### src/source/bus_config.svh
// Build constants for the thread data-memory port, included by every RTL file that sizes logic
`ifndef BUS_CONFIG_SVH
`define BUS_CONFIG_SVH

// Hardware threads sharing the port, one request slot each
`define NUM_THREADS 4

// Byte address width of a request and of the bus
`define ADDR_W 32

// Width of one bus beat; a 32-bit request uses one half of it
`define BUS_DATA_W 64

// Depth of the target memory in bus words
`define RAM_WORDS 256

// Cycles from AR acceptance until the target raises R valid
`define RAM_READ_LATENCY 3

`endif

### src/source/bus_pkg.sv
// Shared thread, register and slot types for the data-memory port and its testbench
`include "bus_config.svh"

package bus_pkg;

  // Thread number, also used as the ID on every bus channel
  typedef logic [$clog2(`NUM_THREADS)-1:0] thread_t;

  // Register file index that a load result is written back to
  typedef logic [2:0] wb_reg_t;

  // One outstanding request per thread
  // The mask selects bytes of the 32-bit word at addr, both for stores and for
  // the lane extraction on loads
  typedef struct packed {
    logic [`ADDR_W-1:0] addr;
    logic [3:0]         mask;
    logic [31:0]        wdata;
    wb_reg_t            wb_reg;
  } slot_t;

endpackage

### src/source/axi_bus_if.sv
// Single-beat AXI channel bundle between the issue engines, the observers and the RAM target
`timescale 1ns/1ps
`include "bus_config.svh"

interface axi_bus_if;

  bus_pkg::thread_t         awid;
  logic [`ADDR_W-1:0]       awaddr;
  logic                     awvalid;
  logic                     awready;

  logic [`BUS_DATA_W-1:0]   wdata;
  logic [`BUS_DATA_W/8-1:0] wstrb;
  logic                     wvalid;
  logic                     wready;

  bus_pkg::thread_t         bid;
  logic                     bvalid;
  logic                     bready;

  bus_pkg::thread_t         arid;
  logic [`ADDR_W-1:0]       araddr;
  logic                     arvalid;
  logic                     arready;

  bus_pkg::thread_t         rid;
  logic [`BUS_DATA_W-1:0]   rdata;
  logic                     rvalid;
  logic                     rready;

  // The port never back-pressures responses
  assign bready = 1'b1;
  assign rready = 1'b1;

  modport write_master (output awid, awaddr, awvalid, wdata, wstrb, wvalid,
                        input awready, wready, bid, bvalid, bready);

  modport read_master (output arid, araddr, arvalid,
                       input arready, rid, rvalid, rready);

  modport observer (input bid, bvalid, bready, rid, rdata, rvalid, rready);

  modport slave (input awid, awaddr, awvalid, wdata, wstrb, wvalid, bready,
                 input arid, araddr, arvalid, rready,
                 output awready, wready, bid, bvalid, arready, rid, rdata, rvalid);

endinterface

### src/source/load_formatter.sv
// Two-stage load return path that picks the word half and lanes and emits the register write-back
`timescale 1ns/1ps
`include "bus_config.svh"

module load_formatter
(
  input  logic             CLK,
  input  logic             RST,
  axi_bus_if.observer      bus,
  input  bus_pkg::slot_t   slots [`NUM_THREADS],
  output logic             load_valid,
  output bus_pkg::thread_t load_thread,
  output bus_pkg::wb_reg_t load_wb_reg,
  output logic [31:0]      load_data
);

  logic                   r_valid_q;
  bus_pkg::thread_t       r_id_q;
  logic [`BUS_DATA_W-1:0] r_data_q;
  bus_pkg::slot_t         sel_slot;
  logic [31:0]            half_word;
  logic [31:0]            formatted;

  // Stage one captures the R beat as it arrives
  always_ff @(posedge CLK or posedge RST)
  begin
    if (RST)
    begin
      r_valid_q <= 1'b0;
      load_valid <= 1'b0;
    end
    else
    begin
      r_valid_q <= bus.rvalid && bus.rready;
      load_valid <= r_valid_q;
    end
  end

  always_ff @(posedge CLK)
  begin
    r_id_q   <= bus.rid;
    r_data_q <= bus.rdata;
  end

  // The slot of the returning thread still holds the request's address and mask
  assign sel_slot  = slots[r_id_q];
  assign half_word = sel_slot.addr[2] ? r_data_q[`BUS_DATA_W-1 -: 32] : r_data_q[31:0];

  always_comb
  begin
    case (sel_slot.mask)
      4'b0001: formatted = {24'd0, half_word[7:0]};
      4'b0010: formatted = {24'd0, half_word[15:8]};
      4'b0100: formatted = {24'd0, half_word[23:16]};
      4'b1000: formatted = {24'd0, half_word[31:24]};
      4'b0011: formatted = {16'd0, half_word[15:0]};
      4'b1100: formatted = {16'd0, half_word[31:16]};
      default: formatted = half_word;
    endcase
  end

  // Stage two registers the formatted word with its thread and register index
  always_ff @(posedge CLK)
  begin
    load_thread <= r_id_q;
    load_wb_reg <= sel_slot.wb_reg;
    load_data   <= formatted;
  end

endmodule

### src/flat_wrapper.sv
// flat-port wrapper written by rule: the top's interface ports become plain ports
module load_formatter_flat 
  (CLK, RST, slots, load_valid, load_thread, load_wb_reg, load_data, bus_bid, bus_bvalid, bus_rid, bus_rdata, bus_rvalid);
  axi_bus_if bus_i ();
  input  logic CLK;
  input  logic RST;
  input  bus_pkg::slot_t slots[`NUM_THREADS];
  output logic load_valid;
  output bus_pkg::thread_t load_thread;
  output bus_pkg::wb_reg_t load_wb_reg;
  output logic [31:0] load_data;
  input wire logic [$bits(bus_i.bid)-1:0] bus_bid;
  input wire logic [$bits(bus_i.bvalid)-1:0] bus_bvalid;
  input wire logic [$bits(bus_i.rid)-1:0] bus_rid;
  input wire logic [$bits(bus_i.rdata)-1:0] bus_rdata;
  input wire logic [$bits(bus_i.rvalid)-1:0] bus_rvalid;
  assign bus_i.bid = bus_bid;
  assign bus_i.bvalid = bus_bvalid;
  assign bus_i.rid = bus_rid;
  assign bus_i.rdata = bus_rdata;
  assign bus_i.rvalid = bus_rvalid;
  load_formatter u_core (.CLK(CLK), .RST(RST), .bus(bus_i), .slots(slots), .load_valid(load_valid), .load_thread(load_thread), .load_wb_reg(load_wb_reg), .load_data(load_data));
endmodule
### config.mk
export PLATFORM = sky130hd
export DESIGN_NAME = load_formatter_flat
export DESIGN_NICKNAME = d
export VERILOG_FILES = /design/src/source/bus_pkg.sv /design/src/source/axi_bus_if.sv /design/src/source/load_formatter.sv /design/src/flat_wrapper.sv
export VERILOG_INCLUDE_DIRS = /design/src /design/src/source
export SDC_FILE = /design/constraint.sdc
export NUM_CORES = 1
export LEC_CHECK = 0
export CAP_MARGIN = 20
export CORE_AREA = 5 5 150 152
export CTS_CLUSTER_SIZE = 30
export DETAILED_ROUTE_END_ITERATION = 6
export DIE_AREA = 0 0 155 157
export DONT_BUFFER_PORTS = 1
export GPL_TIMING_DRIVEN = 0
export PLACE_DENSITY = 0.3
export SYNTH_ARGS = -nofsm -noshare
export SYNTH_HDL_FRONTEND = slang
export SYNTH_SLANG_ARGS = --single-unit
### constraint.sdc
create_clock -name CLK -period 2.15 [get_ports CLK]
set_clock_uncertainty 0.2 [all_clocks]
set_input_delay 0.1075 -clock CLK [delete_from_list [all_inputs] [get_ports CLK]]
set_output_delay 0.1075 -clock CLK [all_outputs]
set_load 0.02 [all_outputs]
==> metrics.txt <==
outcome=finished, violations left; violated checks=setup timing; area share of the largest cell type after synthesis=0.681; first-pass GRT wire length=14300 um; io pins=roughly 390; setup_tns=-0.768 ns; die area=24300 um^2; Top FF cell, synth=dfxtp_1; Starting Density=0.145; Seq pwr share=0.495; routability cong.=around 0.65; leakage=between 1.5 and 2 nW; Chip Height=between 150 and 200 um; crit start category=flop; Fill cells=approximately 2200; warnings from Yosys=0; synth-to-layout area growth=66.5%; top post-synthesis cells by area=dfxtp_1, mux2i_1, mux4_2; final core utilization=0.242; WP data required=around 2.2 ns; EDFF count, synth=0; DRC violations left=0; Crit Path Max Fanout=7; Remaining Overflow, GRT=0; via/cell ratio=~3.4; Post-Syn Area=roughly 3000 um^2; Root Buffer=clkbuf_16; vias in the first global route=around 2300; TritonCTS sink count=between 100 and 150; time the worst path needs with I/O delays and setup=approximately 2.2 ns; Synth area leader=dfxtp_1; H-tree level count=3; FMAX=450 MHz; Final period util=1.03; die width=155 um; library cells used by synthesis=23; CTS Buf Count=9; RSZ-0062 raised after global routing=true; VDD IR-drop max=roughly 350 uV; worst slew pin tran=between 0.4 and 0.5 ns; HPWL after DPL=roughly 7000 um; Reg clk slew, reported paths=around 0.07 ns; CTS tree=built; maxcap violations=0; Skew-Pair Late Insertion Delay=~0.34 ns; register area share after synthesis=0.697; Layout Nets=664; Post-synth ARST share=0.0190; Net Sw Frac=0.272; FF+latch count, synth=105; Setup WS post-layout=-0.0718 ns; mean post-synth cell area=~15 um^2; Max Root-Sink Buffers=2; worst min path class=in -> reg; Initial DRC Count=35; DP Area=between 3000 and 4000 um^2; Avg WL per Cell=17.1 um; post-route ant nets=0; Slew Limit Headroom=0.664; number of flip-flops in the largest register=64; vias post-DR=roughly 2000; logic gate share of total power=0.166; most frequent cell after synthesis=dfxtp_1; largest net degree at the start of global routing=17; row cnt=53; PwrDens=about 950 nW/um^2; initial antenna violation count=0; IO Port Bufs=0; cell internal pwr=approximately 0.0035 W; overall routing resource usage=0.0826; Arr. time, crit path=approximately 2.2 ns; Commonest cells post-synth=dfxtp_1, mux2i_1, nor2_1; # setup viols final=16; total routed wirelength=between 10000 and 15000 um; Clock power frac=0.339; layout cells sized above 1=0.327; Placeable Area=20900 um^2; Synth Instances=slightly above 200; Hold Vio Cnt, Final=0; Crit. End Element=flop; Max Slew Vio Count=0; Setup CP Type=reg -> reg; P_sw=approximately 0.0013 W; syn nets=560; ant diodes=0; first-pass iteration count of the detailed router=4; Design Area, Final=5040 um^2
cell families (layout without fill, tap and decap cells):
family                    count (synthesis)  after routing  synth area share
DFF                                     105            105             0.697
muxes                                    40             40             0.165
AOI/OAI and AO/OA                        25             25            0.0686
and+or+nand+nor                          24             24            0.0425
buffers and inverters                     8            116            0.0145
xor gates and xnor gates                  2              2            0.0120
layer usage:
| layer | global-route usage | routed length (um) | up-vias | share of wire |
|---|---|---|---|---|
| li1 | - | - | 938 | - |
| met4 | 0.0353 | 227 | 0 | 0.023 |
| met3 | 0.0322 | 808 | 16 | 0.080 |
| met1 | 0.0976 | 4130 | 938 | 0.41 |
| met5 | 0 | 0 | - | 0 |
| met2 | 0.134 | 4900 | 105 | 0.49 |
layout make-up:
class | count | area, um^2 | share of cell area
sequential | 105 | 2110 | 0.419
multi-input combinational | 91 | 1220 | 0.243
timing repair buffer | 95 | 982 | 0.195
tap | 275 | 344 | 0.0682
clock buffer | 10 | 239 | 0.0474
buffer | 5 | 82.6 | 0.0164
clock inverter | 5 | 56.3 | 0.0112
inverter | 1 | 3.75 | 0.000744
final timing paths:
path,from,to,slack (ns),depth (start not counted)
max,u_core.r_id_q[0]$_DFF_P_,u_core.load_data[11]$_DFF_P_,-0.07,7
min,bus_rdata[56],u_core.r_data_q[56]$_DFF_P_,0.10,1
max reg2reg,u_core.r_id_q[0]$_DFF_P_,u_core.load_data[11]$_DFF_P_,-0.07,7
min reg2reg,u_core.r_valid_q$_DFF_PP0_,u_core.load_valid$_DFF_PP0_,0.16,0
max in group asynchronous,RST,u_core.load_valid$_DFF_PP0_,1.25,3
min in group asynchronous,RST,u_core.r_valid_q$_DFF_PP0_,0.38,3
worst max-delay path, stage by stage (launching register included):
cell and delay [ns]:
dfxtp_2 0.35, buf_8 0.13, mux4_2 0.60, nor2_8 0.19
xor2_4 0.17, a21boi_4 0.24, buf_12 0.15, o22ai_2 0.06
layout by cell type, fill, tap and decap left out, types with 3 or more instances in the layout:
cell           instances
nor2_4                 9
mux2i_4               10
mux2i_2               12
clkbuf_16             10
mux4_2                 8
mux2i_1               10
o221ai_1               6
o22a_1                 8
dlygate4sd3_1         75
buf_12                 6
o22ai_2                6
buf_4                 11
buf_6                  5
nor2_2                 6
nor2_1                 3
dfxtp_1              102
repair_timing:
action | in CTS | in global routing
resized for setup | 49 | 42
hold endpoints to repair | 72 | 0
gates cloned | 0 | 1
pin swaps | 4 | 3
hold buffers | 75 | 0
endpoints found under the setup margin | 32 | 32
buffers inserted | 17 | 2
per-stage QoR:
stage	total power [W]	hold slack [ns]	instances	worst slack [ns]
floorplan	0.00265	-0.351	204	-0.00450
global placement	0.00283	-0.349	479	-0.718
detailed placement	0.00283	-0.342	479	-0.732
CTS	0.00479	0.0765	584	-0.0656
global route	0.00505	0.0855	587	-0.149
finish	0.00482	0.101	587	-0.0718
power by group through the flow:
| stage | Combinational, W | Clock, W | Sequential, W |
|---|---|---|---|
| after floorplan | 0.000269 | 0 | 0.00238 |
| after global placement | 0.000403 | 0 | 0.00242 |
| after detailed placement | 0.000405 | 0 | 0.00242 |
| after CTS | 0.000692 | 0.00171 | 0.00239 |
| after global routing | 0.000860 | 0.00179 | 0.00240 |
| final | 0.000799 | 0.00163 | 0.00238 |
No activity file was read; power rests on OpenSTA's default activity.
