===== src/source/bus_config.svh =====
// Build constants for the thread data-memory port, included by every RTL file that sizes logic
`ifndef BUS_CONFIG_SVH
`define BUS_CONFIG_SVH

// Hardware threads sharing the port, one request slot each
`define NUM_THREADS 4

// Byte address width of a request and of the bus
`define ADDR_W 32

// Width of one bus beat; a 32-bit request uses one half of it
`define BUS_DATA_W 64

// Depth of the target memory in bus words
`define RAM_WORDS 256

// Cycles from AR acceptance until the target raises R valid
`define RAM_READ_LATENCY 3

`endif


===== src/source/bus_pkg.sv =====
// Shared thread, register and slot types for the data-memory port and its testbench
`include "bus_config.svh"

package bus_pkg;

  // Thread number, also used as the ID on every bus channel
  typedef logic [$clog2(`NUM_THREADS)-1:0] thread_t;

  // Register file index that a load result is written back to
  typedef logic [2:0] wb_reg_t;

  // One outstanding request per thread
  // The mask selects bytes of the 32-bit word at addr, both for stores and for
  // the lane extraction on loads
  typedef struct packed {
    logic [`ADDR_W-1:0] addr;
    logic [3:0]         mask;
    logic [31:0]        wdata;
    wb_reg_t            wb_reg;
  } slot_t;

endpackage


===== src/source/axi_bus_if.sv =====
// Single-beat AXI channel bundle between the issue engines, the observers and the RAM target
`timescale 1ns/1ps
`include "bus_config.svh"

interface axi_bus_if;

  bus_pkg::thread_t         awid;
  logic [`ADDR_W-1:0]       awaddr;
  logic                     awvalid;
  logic                     awready;

  logic [`BUS_DATA_W-1:0]   wdata;
  logic [`BUS_DATA_W/8-1:0] wstrb;
  logic                     wvalid;
  logic                     wready;

  bus_pkg::thread_t         bid;
  logic                     bvalid;
  logic                     bready;

  bus_pkg::thread_t         arid;
  logic [`ADDR_W-1:0]       araddr;
  logic                     arvalid;
  logic                     arready;

  bus_pkg::thread_t         rid;
  logic [`BUS_DATA_W-1:0]   rdata;
  logic                     rvalid;
  logic                     rready;

  // The port never back-pressures responses
  assign bready = 1'b1;
  assign rready = 1'b1;

  modport write_master (output awid, awaddr, awvalid, wdata, wstrb, wvalid,
                        input awready, wready, bid, bvalid, bready);

  modport read_master (output arid, araddr, arvalid,
                       input arready, rid, rvalid, rready);

  modport observer (input bid, bvalid, bready, rid, rdata, rvalid, rready);

  modport slave (input awid, awaddr, awvalid, wdata, wstrb, wvalid, bready,
                 input arid, araddr, arvalid, rready,
                 output awready, wready, bid, bvalid, arready, rid, rdata, rvalid);

endinterface


===== src/source/axi_write_issue.sv =====
// Write issue engine that scans the slots in turn and drives one AW and one W beat per store
`timescale 1ns/1ps
`include "bus_config.svh"

module axi_write_issue
(
  input  logic                    CLK,
  input  logic                    RST,
  input  bus_pkg::slot_t          slots [`NUM_THREADS],
  input  logic [`NUM_THREADS-1:0] pending_write,
  axi_bus_if.write_master         bus
);

  bus_pkg::thread_t        ptr;
  bus_pkg::slot_t          cur;
  logic                    busy;
  logic                    start;
  logic [`NUM_THREADS-1:0] sent;
  logic [`NUM_THREADS-1:0] issue_hit;
  logic [`NUM_THREADS-1:0] b_ack;

  assign cur   = slots[ptr];
  assign start = !busy && pending_write[ptr] && !sent[ptr];

  always_comb
  begin
    for (int i = 0; i < `NUM_THREADS; i++)
    begin
      issue_hit[i] = start && (ptr == bus_pkg::thread_t'(i));
      b_ack[i]     = bus.bvalid && bus.bready && (bus.bid == bus_pkg::thread_t'(i));
    end
  end

  always_ff @(posedge CLK or posedge RST)
  begin
    if (RST)
    begin
      ptr         <= '0;
      busy        <= 1'b0;
      sent        <= '0;
      bus.awvalid <= 1'b0;
      bus.wvalid  <= 1'b0;
    end
    else
    begin
      // A thread stays marked as sent until its B beat comes back
      sent <= (sent & ~b_ack) | issue_hit;
      if (start)
      begin
        busy        <= 1'b1;
        bus.awvalid <= 1'b1;
        bus.wvalid  <= 1'b1;
      end
      else if (busy)
      begin
        bus.awvalid <= bus.awvalid && !bus.awready;
        bus.wvalid  <= bus.wvalid && !bus.wready;
        // AW and W may complete on different edges, move on once both are gone
        if ((!bus.awvalid || bus.awready) && (!bus.wvalid || bus.wready))
        begin
          busy <= 1'b0;
          ptr  <= ptr + 1'b1;
        end
      end
      else
      begin
        ptr <= ptr + 1'b1;
      end
    end
  end

  always_ff @(posedge CLK)
  begin
    if (start)
    begin
      bus.awid   <= ptr;
      bus.awaddr <= cur.addr;
      bus.wdata  <= {cur.wdata, cur.wdata};
      // Bit 2 of the address picks the 32-bit half of the bus word
      bus.wstrb  <= cur.addr[2] ? {cur.mask, 4'b0000} : {4'b0000, cur.mask};
    end
  end

  a_aw_stable: assert property (@(posedge CLK) disable iff (RST)
    bus.awvalid && !bus.awready |=> bus.awvalid && $stable(bus.awaddr) && $stable(bus.wdata))
    else $error("write address or data changed while AW was waiting for ready");

endmodule


===== src/flat_wrapper.sv =====
// flat-port wrapper written by rule: the top's interface ports become plain ports
module axi_write_issue_flat 
  (CLK, RST, slots, pending_write, bus_awid, bus_awaddr, bus_awvalid, bus_wdata, bus_wstrb, bus_wvalid, bus_awready, bus_wready, bus_bid, bus_bvalid);
  axi_bus_if bus_i ();
  input  logic CLK;
  input  logic RST;
  input  bus_pkg::slot_t slots[`NUM_THREADS];
  input  logic [`NUM_THREADS-1:0] pending_write;
  output wire logic [$bits(bus_i.awid)-1:0] bus_awid;
  output wire logic [$bits(bus_i.awaddr)-1:0] bus_awaddr;
  output wire logic [$bits(bus_i.awvalid)-1:0] bus_awvalid;
  output wire logic [$bits(bus_i.wdata)-1:0] bus_wdata;
  output wire logic [$bits(bus_i.wstrb)-1:0] bus_wstrb;
  output wire logic [$bits(bus_i.wvalid)-1:0] bus_wvalid;
  input wire logic [$bits(bus_i.awready)-1:0] bus_awready;
  input wire logic [$bits(bus_i.wready)-1:0] bus_wready;
  input wire logic [$bits(bus_i.bid)-1:0] bus_bid;
  input wire logic [$bits(bus_i.bvalid)-1:0] bus_bvalid;
  assign bus_awid = bus_i.awid;
  assign bus_awaddr = bus_i.awaddr;
  assign bus_awvalid = bus_i.awvalid;
  assign bus_wdata = bus_i.wdata;
  assign bus_wstrb = bus_i.wstrb;
  assign bus_wvalid = bus_i.wvalid;
  assign bus_i.awready = bus_awready;
  assign bus_i.wready = bus_wready;
  assign bus_i.bid = bus_bid;
  assign bus_i.bvalid = bus_bvalid;
  axi_write_issue u_core (.CLK(CLK), .RST(RST), .slots(slots), .pending_write(pending_write), .bus(bus_i));
endmodule

===== config.mk =====
export PLATFORM = sky130hd
export DESIGN_NAME = axi_write_issue_flat
export DESIGN_NICKNAME = d
export VERILOG_FILES = /design/src/source/bus_pkg.sv /design/src/source/axi_bus_if.sv /design/src/source/axi_write_issue.sv /design/src/flat_wrapper.sv
export VERILOG_INCLUDE_DIRS = /design/src /design/src/source
export SDC_FILE = /design/constraint.sdc
export NUM_CORES = 1
export LEC_CHECK = 0
export BUFFER_PORTS_ARGS = -buffer_cell sky130_fd_sc_hd__clkbuf_2
export CORE_AREA = 2 2 158 160
export DETAILED_ROUTE_END_ITERATION = 7
export DIE_AREA = 0 0 160 162
export PLACE_DENSITY = 0.45
export SKIP_LAST_GASP = 1
export SLEW_MARGIN = 20
export SYNTH_ARGS = -nofsm -noshare
export SYNTH_HDL_FRONTEND = slang
export SYNTH_SLANG_ARGS = --single-unit

===== constraint.sdc =====
create_clock -name CLK -period 4.79 [get_ports CLK]
set_input_delay 0.958 -clock CLK [delete_from_list [all_inputs] [get_ports CLK]]
set_output_delay 0.958 -clock CLK [all_outputs]
set_load 0.1 [all_outputs]

==> impl_metrics.toml <==
[layout]
n_antenna_cell = 0
drive_above_1_share = 0.804
syn_to_final_growth_pct = 51.6
final_area_mm2 = 0.00701
nFillCells = 2516
fin_nets = 892
multiInputGateArea_mm2 = 0.00184
regArea_mm2 = 0.00245

[floorplanning]
initial_core_util = 0.192
dieArea_mm2 = 0.0259
die_w_um = 160
io_pins = 403
core_area_mm2 = 0.0241
placementRows = 57
die_h_um = 162

[critical_path]
startpoint_type = "flop"
critical_path_buf_inv_count = 2
crit_family = "flip-flops"
path_max_fanout = 79
cpPeakStageDelay_ns = 1.07
setup.worst_path.end_class = "flop"
arrival_ns = 3.03
crit_chain = "inv_1, mux4_2, nor2_4, buf_4"
reg2reg_slack_ns = 1.72
cp.required_ns = 4.74
crit_slowest_cell = "dfrtp_4"
crit_type = "flop to flop"

[logic_synthesis]
synth_edf_count = 74
ys_warn_count = 0
yosys-top-cells-area = "edfxtp_1 48%, mux4_2 32%, buf_4 5.4%"
yosys_most_used_dff = "edfxtp_1"
synth_commonest_cells = "74 x edfxtp_1, 66 x mux4_2, 33 x buf_4"
avgSynthCellArea_um2 = 19.4
async_reset_ff_frac = 0.108
yosys.area.top_type = "edfxtp_1"
syn-num-nets = 537
synth_area_mm2 = 0.00463
netlist.area_leader.share = 0.480
netlist_instances = 238
ys_seq_elements = 83
yosysSeqAreaShare = 0.529
post-synth-top-count-cell = "edfxtp_1"
ys_types = 27

[timing]
rsz0062_at_grt = "no"
setup_viol = 0
finalClockSkew_ns = 0.00895
period_share = 0.641
min_period_ns = 3.07
finalHoldViolations = 0
fmax_mhz = 326
worstMarginPinSlew_ns = 1.06
fin_tns_setup_ns = 0
max-slew-margin-rel = 0.295
drv_slew = 0

[placement]
portBuffers = 390
dpl_cell_area_mm2 = 0.00668
gp_congestion = 0.864
place_hpwl_um = 12600

[drt]
antenna_left = 0
drc = 0
wl_per_cell_um = 17.1
first_pass_iters = 4
routed_wl_um = 15700
drt_iter0_drc = 190
vias = 3757
viasPerCell = 4.07

[cts]
clkSinkCount = 83
holdBufCountCts = 0
cts.clk_slew.worst_paths_ns = 0.07
tritoncts = "done"
insertion_delay_ns = 0.34
htreeDepth = 3
postCtsSetupRepairBufs = 0
cts_root_buf = "clkbuf_16"
clk_path_buf_depth = 2
numCtsBuffers = 9
ctsResizeCount = 0

[global_routing]
grt_pass1_wl_um = 23400
grt_max_degree = 80
track_usage = 0.120
grt_pass1_vias = 4182
antenna_found_initial = 0
gr-total-overflow = 0

[min_path]
hold_class = "flop to flop"

[flow_run]
cap_violations = 0

[status]
status = "finished clean"
[per-layer routing]
metal,share of wire,wire (um),vias to the layer above,global-route usage
met5,0,0,-,0
met4,0.014,216,0,0.0364
met2,0.53,8340,250,0.221
met3,0.092,1450,11,0.0411
li1,-,-,1679,-
met1,0.36,5740,1817,0.129
[metrics by stage]
stage          setup WS (ns)  cells  utilization  hold slack, ns
6_report                1.72    922        0.291           0.497
5_1_grt                 1.46    922        0.291           0.523
4_1_cts                 1.61    922        0.291           0.499
3_5_place_dp            1.64    906        0.277           0.474
3_3_place_gp            1.71    906        0.277           0.480
2_1_floorplan           1.67    238            -           0.457
[cells in the final DEF, fill, tap and decap left out, types with 2 or more instances in the layout]
master and count:
nor2b_1 6, buf_4 2, dfrtp_1 7, nand2b_1 4
edfxtp_1 74, clkbuf_16 11, clkbuf_8 2, and2_1 4
clkbuf_2 390, mux4_1 3, clkinv_4 2, ha_1 4
mux4_2 66, inv_1 3, dfrtp_4 2, a22o_1 4
nand3b_1 2
[worst reg2reg max path, stage by stage, from the launching register on]
cell,delay [ns]
dfrtp_4,1.07
inv_1,0.24
mux4_2,0.42
nor2_4,0.10
buf_4,0.79
[layout make-up]
cell class	instances	area share
inverters	4	0.00250
clock inverters	3	0.00357
well taps	324	0.0578
multi-input cells	103	0.262
flip-flops and latches	83	0.350
repair buffers	392	0.281
clock buffers	13	0.0432
[state kept, by name (all words and copies together), names as in the netlist]
register and flops:
u_core.ptr 2, u_core.bus.awid 2, u_core.bus.wstrb 8, u_core.bus.wdata 32, u_core.bus.awaddr 32, u_core.sent 4, u_core.bus.awvalid 1, u_core.busy 1
u_core.bus.wvalid 1
[kinds of logic after synthesis]
group	after synthesis	share of synthesized area
AO/OA/AOI/OAI	8	0.0151
XOR/XNOR	1	0.00189
adder cells (fa/ha/maj)	4	0.0108
buffers and inverters	52	0.0733
flip-flops	83	0.529
multiplexers	70	0.341
AND/OR/NAND/NOR	20	0.0289
[worst paths after layout]
path                                 from              endpoint  depth (start not counted)
hold / removal             u_core.sent[1]        u_core.sent[1]                          1
min in group asynchronous             RST        u_core.sent[3]                          2
setup / recovery            u_core.ptr[1]  u_core.bus.awaddr[0]                          4
setup reg to reg            u_core.ptr[1]  u_core.bus.awaddr[0]                          4
hold reg to reg            u_core.sent[1]        u_core.sent[1]                          1
max in group asynchronous             RST         u_core.ptr[0]                          2
Power is not shown: default switching activity piles up to over one toggle a cycle in this logic, so the estimate is an artifact.
