--- src/source/bus_config.svh ---
// Build constants for the thread data-memory port, included by every RTL file that sizes logic
`ifndef BUS_CONFIG_SVH
`define BUS_CONFIG_SVH

// Hardware threads sharing the port, one request slot each
`define NUM_THREADS 4

// Byte address width of a request and of the bus
`define ADDR_W 32

// Width of one bus beat; a 32-bit request uses one half of it
`define BUS_DATA_W 64

// Depth of the target memory in bus words
`define RAM_WORDS 256

// Cycles from AR acceptance until the target raises R valid
`define RAM_READ_LATENCY 3

`endif

--- src/source/bus_pkg.sv ---
// Shared thread, register and slot types for the data-memory port and its testbench
`include "bus_config.svh"

package bus_pkg;

  // Thread number, also used as the ID on every bus channel
  typedef logic [$clog2(`NUM_THREADS)-1:0] thread_t;

  // Register file index that a load result is written back to
  typedef logic [2:0] wb_reg_t;

  // One outstanding request per thread
  // The mask selects bytes of the 32-bit word at addr, both for stores and for
  // the lane extraction on loads
  typedef struct packed {
    logic [`ADDR_W-1:0] addr;
    logic [3:0]         mask;
    logic [31:0]        wdata;
    wb_reg_t            wb_reg;
  } slot_t;

endpackage

--- src/source/axi_bus_if.sv ---
// Single-beat AXI channel bundle between the issue engines, the observers and the RAM target
`timescale 1ns/1ps
`include "bus_config.svh"

interface axi_bus_if;

  bus_pkg::thread_t         awid;
  logic [`ADDR_W-1:0]       awaddr;
  logic                     awvalid;
  logic                     awready;

  logic [`BUS_DATA_W-1:0]   wdata;
  logic [`BUS_DATA_W/8-1:0] wstrb;
  logic                     wvalid;
  logic                     wready;

  bus_pkg::thread_t         bid;
  logic                     bvalid;
  logic                     bready;

  bus_pkg::thread_t         arid;
  logic [`ADDR_W-1:0]       araddr;
  logic                     arvalid;
  logic                     arready;

  bus_pkg::thread_t         rid;
  logic [`BUS_DATA_W-1:0]   rdata;
  logic                     rvalid;
  logic                     rready;

  // The port never back-pressures responses
  assign bready = 1'b1;
  assign rready = 1'b1;

  modport write_master (output awid, awaddr, awvalid, wdata, wstrb, wvalid,
                        input awready, wready, bid, bvalid, bready);

  modport read_master (output arid, araddr, arvalid,
                       input arready, rid, rvalid, rready);

  modport observer (input bid, bvalid, bready, rid, rdata, rvalid, rready);

  modport slave (input awid, awaddr, awvalid, wdata, wstrb, wvalid, bready,
                 input arid, araddr, arvalid, rready,
                 output awready, wready, bid, bvalid, arready, rid, rdata, rvalid);

endinterface

--- src/source/thread_slot_table.sv ---
// Per-thread request slots with pending read/write tracking and the stall flags fed back to the core
`timescale 1ns/1ps
`include "bus_config.svh"

module thread_slot_table
(
  input  logic                    CLK,
  input  logic                    RST,
  input  logic                    req_valid,
  input  logic                    req_write,
  input  bus_pkg::thread_t        req_thread,
  input  logic [`ADDR_W-1:0]      req_addr,
  input  logic [31:0]             req_wdata,
  input  logic [3:0]              req_mask,
  input  bus_pkg::wb_reg_t        req_wb_reg,
  axi_bus_if.observer             bus,
  output bus_pkg::slot_t          slots [`NUM_THREADS],
  output logic [`NUM_THREADS-1:0] pending_write,
  output logic [`NUM_THREADS-1:0] pending_read,
  output logic [`NUM_THREADS-1:0] stall
);

  logic [`NUM_THREADS-1:0] req_hit;
  logic [`NUM_THREADS-1:0] b_ack;
  logic [`NUM_THREADS-1:0] r_ack;

  // Decode the requesting thread and the responding IDs into one-hot vectors
  always_comb
  begin
    for (int i = 0; i < `NUM_THREADS; i++)
    begin
      req_hit[i] = req_valid && (req_thread == bus_pkg::thread_t'(i));
      b_ack[i]   = bus.bvalid && bus.bready && (bus.bid == bus_pkg::thread_t'(i));
      r_ack[i]   = bus.rvalid && bus.rready && (bus.rid == bus_pkg::thread_t'(i));
    end
  end

  always_ff @(posedge CLK or posedge RST)
  begin
    if (RST)
    begin
      pending_write <= '0;
      pending_read  <= '0;
      stall         <= '0;
    end
    else
    begin
      pending_write <= (pending_write & ~b_ack) | (req_hit & {`NUM_THREADS{req_write}});
      pending_read  <= (pending_read & ~r_ack) | (req_hit & {`NUM_THREADS{!req_write}});
      // Registered so the stall bit trails the pending bit by one cycle on both edges
      stall         <= pending_write | pending_read;
    end
  end

  // Slot contents stay put until the same thread requests again
  always_ff @(posedge CLK)
  begin
    for (int i = 0; i < `NUM_THREADS; i++)
    begin
      if (req_hit[i])
      begin
        slots[i] <= '{addr: req_addr, mask: req_mask, wdata: req_wdata, wb_reg: req_wb_reg};
      end
    end
  end

  // A thread only requests again once its previous access has completed
  a_no_request_while_pending: assert property (@(posedge CLK) disable iff (RST)
    req_valid |-> !(pending_write[req_thread] || pending_read[req_thread]))
    else $error("request from thread %0d while its previous access is pending", req_thread);

endmodule

--- src/flat_wrapper.sv ---
// flat-port wrapper written by rule: the top's interface ports become plain ports
module thread_slot_table_flat 
  (CLK, RST, req_valid, req_write, req_thread, req_addr, req_wdata, req_mask, req_wb_reg, slots, pending_write, pending_read, stall, bus_bid, bus_bvalid, bus_rid, bus_rdata, bus_rvalid);
  axi_bus_if bus_i ();
  input  logic CLK;
  input  logic RST;
  input  logic req_valid;
  input  logic req_write;
  input  bus_pkg::thread_t req_thread;
  input  logic [`ADDR_W-1:0] req_addr;
  input  logic [31:0] req_wdata;
  input  logic [3:0] req_mask;
  input  bus_pkg::wb_reg_t req_wb_reg;
  output bus_pkg::slot_t slots[`NUM_THREADS];
  output logic [`NUM_THREADS-1:0] pending_write;
  output logic [`NUM_THREADS-1:0] pending_read;
  output logic [`NUM_THREADS-1:0] stall;
  input wire logic [$bits(bus_i.bid)-1:0] bus_bid;
  input wire logic [$bits(bus_i.bvalid)-1:0] bus_bvalid;
  input wire logic [$bits(bus_i.rid)-1:0] bus_rid;
  input wire logic [$bits(bus_i.rdata)-1:0] bus_rdata;
  input wire logic [$bits(bus_i.rvalid)-1:0] bus_rvalid;
  assign bus_i.bid = bus_bid;
  assign bus_i.bvalid = bus_bvalid;
  assign bus_i.rid = bus_rid;
  assign bus_i.rdata = bus_rdata;
  assign bus_i.rvalid = bus_rvalid;
  thread_slot_table u_core (.CLK(CLK), .RST(RST), .req_valid(req_valid), .req_write(req_write), .req_thread(req_thread), .req_addr(req_addr), .req_wdata(req_wdata), .req_mask(req_mask), .req_wb_reg(req_wb_reg), .bus(bus_i), .slots(slots), .pending_write(pending_write), .pending_read(pending_read), .stall(stall));
endmodule
--- config.mk ---
export PLATFORM = sky130hd
export DESIGN_NAME = thread_slot_table_flat
export DESIGN_NICKNAME = d
export VERILOG_FILES = /design/src/source/bus_pkg.sv /design/src/source/axi_bus_if.sv /design/src/source/thread_slot_table.sv /design/src/flat_wrapper.sv
export VERILOG_INCLUDE_DIRS = /design/src /design/src/source
export SDC_FILE = /design/constraint.sdc
export NUM_CORES = 1
export LEC_CHECK = 0
export BUFFER_PORTS_ARGS = -buffer_cell sky130_fd_sc_hd__buf_4
export CAP_MARGIN = 20
export CELL_PAD_IN_SITES_DETAIL_PLACEMENT = 0
export CELL_PAD_IN_SITES_GLOBAL_PLACEMENT = 1
export CORE_AREA = 5 5 171 173
export CTS_CLUSTER_SIZE = 8
export DETAILED_ROUTE_END_ITERATION = 6
export DIE_AREA = 0 0 176 178
export GPL_ROUTABILITY_DRIVEN = 0
export MAX_ROUTING_LAYER = met4
export PLACE_DENSITY_LB_ADDON = 0.1
export SLEW_MARGIN = 0
export SYNTH_ARGS = -nofsm -noshare
export SYNTH_HDL_FRONTEND = slang
export SYNTH_SLANG_ARGS = --single-unit
--- constraint.sdc ---
create_clock -name CLK -period 2.34 [get_ports CLK]
set_input_delay 0.468 -clock CLK [delete_from_list [all_inputs] [get_ports CLK]]
set_output_delay 0.468 -clock CLK [all_outputs]
set_load 0.005 [all_outputs]
==> results.ini, run 1 <==
[clock_network]
cts_buffer_depth = 3
post_cts_buffers = 0
cts_root_buf = clkbuf_16
clk_latency_ns = 0.50
clock_sinks = 296
h-tree-depth = 2
numCtsBuffers = 42
cts_resized = 0
hold_buffers = 1
clk_pin_slew_worst_paths_ns = 0.05
cts_tree = done

[global_routing]
grt_max_degree = 74
globalRouteOverflowTotal = 0
grt_pass1_vias = 5232
antenna_found_initial = 0
grt_usage_pct = 14.4
grt_pass1_wl_um = 32500

[place]
dp_hpwl_um = 15700
port_buffers = 378
dp_cells = 1052
place_ws_ns = 0.611

[min_path]
min_from = req_wdata[23]
hp-class = input pin to register
min_to = u_core.slots[26]
hold_depth = 1

[yosys]
synth-simple-area-share_pct = 1.32
synth-adder-area-share_pct = 0
synth_cells = 322
yosysSeqAreaShare_pct = 97.8
synth_top_family_by_area = simple AND/OR/NAND/NOR gates
avgSynthCellArea_um2 = 28.0
muxShareOfSynthArea_pct = 0
ys_types = 11
synth-xor-area-share_pct = 0
ys_ff_latch = 296
yosysWarnings = 0
synth_fp_nets = 469
synth_area_mm2 = 0.00902
synth_compound_area_share_pct = 0.776

[routing]
ant_nets = 0
vias = 4808
via_per_inst = 4.36
initialDrtViolationCount = 154
drt_wl_total_um = 23200
drcViolationCount = 0
dr.pass1.iters = 4
post_drt_wl_per_cell_um = 21.0

[layout]
nets = 898
seq_area_mm2 = 0.00883
diodes = 0
nFillCells = 2281
area_growth_pct = 50.1
multi_input_area_um2 = 208
fin_cells = 1104
drive_gt1_share_pct = 57.5
final_core_util_pct = 49.3

[critical_path]
reg2regPathDepth = 1
crit_required_ns = 1.87
max_stage_delay_ns = 0.40
path_buf_inv = 1
worstPathMaxFanout = 1
path_cells = buf_4
cp_slowest_cell = edfxtp_1
reg2reg_slack_ns = 1.53
crit_family = flip-flops
end_kind = output port
worst_r2r_endpoint = u_core.stall[2]
rr_startpoint = u_core.pending_write[2]
start_kind = register
criticalPathCategory = register to output port
cp.arrival_ns = 1.06

[sta]
setup_ws_ns = 0.811
slew_viol_final = 0
skew_ns = 0.00337
whs_ns = 0.164
fin_crit_sh_pct = 65.3
relSlewSlack_pct = 66.4
min_period_ns = 1.53
rsz0062_at_grt = false
max_freq_mhz = 654
setup-violations-final = 0
hold_violations = 0
fin_tns_setup_ns = 0
tightest_slew_ns = 0.503

[outcome]
status = finished, final reports clean

[die]
initial_core_util_pct = 32.8
core-area_mm2 = 0.0275
core.rowCount = 61
die_h_um = 178
die_area_mm2 = 0.0313
ios = 443
die_x_um = 176

[pwr]
p_int_mw = 9.81
power_switching_mw = 2.34
switching_share_pct = 19.3
peakVddDrop_uv = 546
p_clk_share_pct = 42.4
power_density_mw_per_mm2 = 897
leakagePower_nw = 5.26
p_seq_share_pct = 51.2
p_comb_share_pct = 6.4

[job]
drv_cap = 0

## cells in the mapped netlist, drive strengths merged
cell type	instances	area (µm²)
or3b	2	17.5
and3	1	6.26
a22o	8	70.1
or2	4	25.0
inv	2	7.51
dfrtp	12	300
edfxtp	284	8530
nand3	2	10.0
and3b	2	17.5
nand3b	4	30.0
nor3b	1	12.5
## metrics by stage
| step | power, mW | cell area (µm²) |
|---|---|---|
| floorplan | 6.44 | 9030 |
| global placement | 7.10 | 12400 |
| detailed placement | 7.12 | 12400 |
| CTS | 12.3 | 13500 |
| global route | 12.6 | 13500 |
| finish | 12.1 | 13500 |
## routing by layer
metal  global-route usage [%]  vias up  wire, µm
met5                        -        -         0
met4                     4.91        0       637
met3                     6.27       37      2590
met2                     24.0      259     11600
met1                     15.5     2356      8380
li1                         -     2156         -
## logic make-up after synthesis
group | count (synthesis)
compound gates | 8
simple gates | 16
buf+inv | 2
flops | 296
## final cells by class
type | instances | share of cell area (%)
well taps | 346 | 3.20
repair buffers | 385 | 21.8
clock buffers | 50 | 8.14
inverters | 2 | 0.0554
clock inverters | 1 | 0.0647
flip-flops and latches | 296 | 65.2
multi-input cells | 24 | 1.53
## power by group through the flow
stage	logic, mW	clock network, mW	registers, mW
floorplan	0.0932	0	6.34
global placement	0.796	0	6.31
finish	0.783	5.14	6.22
global route	0.842	5.54	6.24
detailed placement	0.802	0	6.32
CTS	0.805	5.30	6.22
## flip-flops by register name, summed over array words and instances, names as in the netlist
name	count
u_core.pending_write	4
u_core.pending_read	4
u_core.slots	284
u_core.stall	4
## how the worst max path moves through the flow
stage                                    to  slack (ns)  depth (start not counted)               from
after floorplan           u_core.slots[213]       -0.43                          1          req_valid
after global placement     u_core.slots[85]        0.64                          3      req_thread[0]
after detailed placement   u_core.slots[85]        0.61                          3      req_thread[0]
after CTS                        slots[227]        0.76                          1  u_core.slots[227]
after global routing             slots[227]        0.76                          1  u_core.slots[227]
final                            slots[227]        0.81                          1  u_core.slots[227]
## layout by cell type, fill, tap and decap left out, drive strengths merged
master,count
dlygate4sd3,1
inv,3
buf,384
or2,4
dfrtp,12
or3b,2
and3,1
nand3,2
clkbuf,50
a22o,8
edfxtp,284
nor3b,1
nand3b,4
and3b,2
Power figures use the tool's default switching activity.
==> run 2, diff against run 1 <==
CORE_AREA = unset   (was 5 5 171 173)
CORE_MARGIN = 5   (was unset)
CORE_UTILIZATION = 34   (was unset)
DIE_AREA = unset   (was 0 0 176 178)
clock period = 1.37 ns   (was 2.34 ns; I/O delays follow)
==> results.ini, run 2 (synthesis gave the netlist of run 1 again) <==
[sta]
skew_ns = 0.00404
fin_crit_sh_pct = 98.3
slew_viol_final = 0
setup_ws_ns = 0.0235
relSlewSlack_pct = 68.8
tightest_slew_ns = 0.468
min_period_ns = 1.35
max_freq_mhz = 743
rsz0062_at_grt = true
hold_violations = 0
setup-violations-final = 0

[global_routing]
grt_max_degree = 38
globalRouteOverflowTotal = 0
grt_pass1_vias = 5691
grt_pass1_wl_um = 36000
antenna_found_initial = 1
grt_usage_pct = 16.2

[die]
initial_core_util_pct = 34.5
core-area_mm2 = 0.0261
die_area_mm2 = 0.0299
die_x_um = 173
die_h_um = 173
ios = 443
core.rowCount = 59

[critical_path]
start_kind = register
path_buf_inv = 1
cp.arrival_ns = 1.07
max_stage_delay_ns = 0.42
crit_family = flip-flops
end_kind = output port
worstPathMaxFanout = 1
path_cells = buf_6
criticalPathCategory = register to output port
crit_required_ns = 1.10
cp_slowest_cell = edfxtp_1

[place]
dp_hpwl_um = 17100
port_buffers = 378
place_ws_ns = 0.000803

[pwr]
power_density_mw_per_mm2 = 1470
peakVddDrop_uv = 914
p_comb_share_pct = 7.5
p_int_mw = 17.0
switching_share_pct = 19.8
power_switching_mw = 4.19
p_seq_share_pct = 50.2
leakagePower_nw = 5.64
p_clk_share_pct = 42.3

[routing]
drcViolationCount = 0
initialDrtViolationCount = 207
dr.pass1.iters = 4
wl_met3_um = 2330
ant_nets = 0
met1_length_um = 9080
post_drt_wl_per_cell_um = 20.8
drt_wl_total_um = 24500
via_per_inst = 4.42
top_layer = met4
route.met2.wl_um = 12500
vias = 5206

[clock_network]
clk_pin_slew_worst_paths_ns = 0.05
cts_root_buf = clkbuf_16
clock_sinks = 296
clk_latency_ns = 0.51
cts_tree = done
numCtsBuffers = 42
h-tree-depth = 2
cts_buffer_depth = 3

[layout]
nFillCells = 2084
final_core_util_pct = 55.1
largest_register_ffs = 284
drive_gt1_share_pct = 53.2
area_growth_pct = 59.7
top_register = u_core.slots
nets = 980
layout_common_cells = buf_4 (381), edfxtp_1 (284), dlygate4sd3_1 (72), clkbuf_16 (43), dfrtp_1 (12)
final_common_cell = buf_4

[job]
drv_cap = 0

[min_path]
hp-class = input pin to register

[outcome]
status = finished, final reports clean

-- run 2: changes by cell type in the layout (fill, tap and decap cells not counted) --
cell           change
buf_12             +3
buf_4              +2
buf_6              +6
clkbuf_1           +1
diode_2            +1
dlygate4sd3_1     +71
inv_16             +1
-- run 2: path summary, 6_finish.rpt --
kind | slack [ns] | from | cells past startpoint | to
max in group asynchronous | 0.71 | RST | 3 | u_core.stall[0]
min in group asynchronous | 0.33 | RST | 3 | u_core.pending_read[1]
hold / removal | 0.04 | req_write | 2 | u_core.pending_write[3]
setup reg to reg | 0.44 | u_core.pending_read[0] | 2 | u_core.stall[0]
setup / recovery | 0.02 | u_core.slots[14] | 1 | slots[14]
hold reg to reg | 0.52 | u_core.pending_write[0] | 1 | u_core.stall[0]
-- run 2: stage by stage --
step	hold slack [ns]	setup TNS [ns]	cells	cell area (µm²)	power, mW
detailed placement	0.317	0	1049	12500	12.2
global route	0.0192	-0.0195	1178	14400	22.0
floorplan	0.139	-104.17	322	9040	11.0
finish	0.0355	0	1178	14400	21.2
CTS	0.00967	0	1175	14400	21.5
global placement	0.315	0	1049	12500	12.2
-- run 2: per-layer routing --
layer  track usage, %  vias to the layer above
met3             5.79                       38
li1                 -                     2323
met5                -                        -
met1             18.2                     2565
met2             27.1                      280
met4             5.59                        0
-- run 2: power by group through the flow --
stage	logic (mW)	registers (mW)	clock network (mW)
finish	1.58	10.6	8.95
global route	1.70	10.7	9.62
CTS	1.59	10.6	9.23
detailed placement	1.41	10.8	0
global placement	1.40	10.8	0
floorplan	0.162	10.8	0
-- run 2: cell type report --
class / instances / area [µm²] / share of cell area [%]
Clock inverter: 2 / 28.8 / 0.200
Antenna cell: 1 / 2.50 / 0.0174
Sequential cell: 296 / 8830 / 61.3
Inverter: 2 / 7.51 / 0.0521
Clock buffer: 51 / 1110 / 7.68
Tap cell: 335 / 419 / 2.91
Timing Repair Buffer: 467 / 3810 / 26.4
Multi-Input combinational cell: 24 / 208 / 1.44
-- run 2: timing repair --
item	CTS	global route
gates resized for setup	0	6
hold buffers	72	0
hold endpoints to repair	296	0
buffers inserted	1	2
endpoints found under the setup margin	1	8
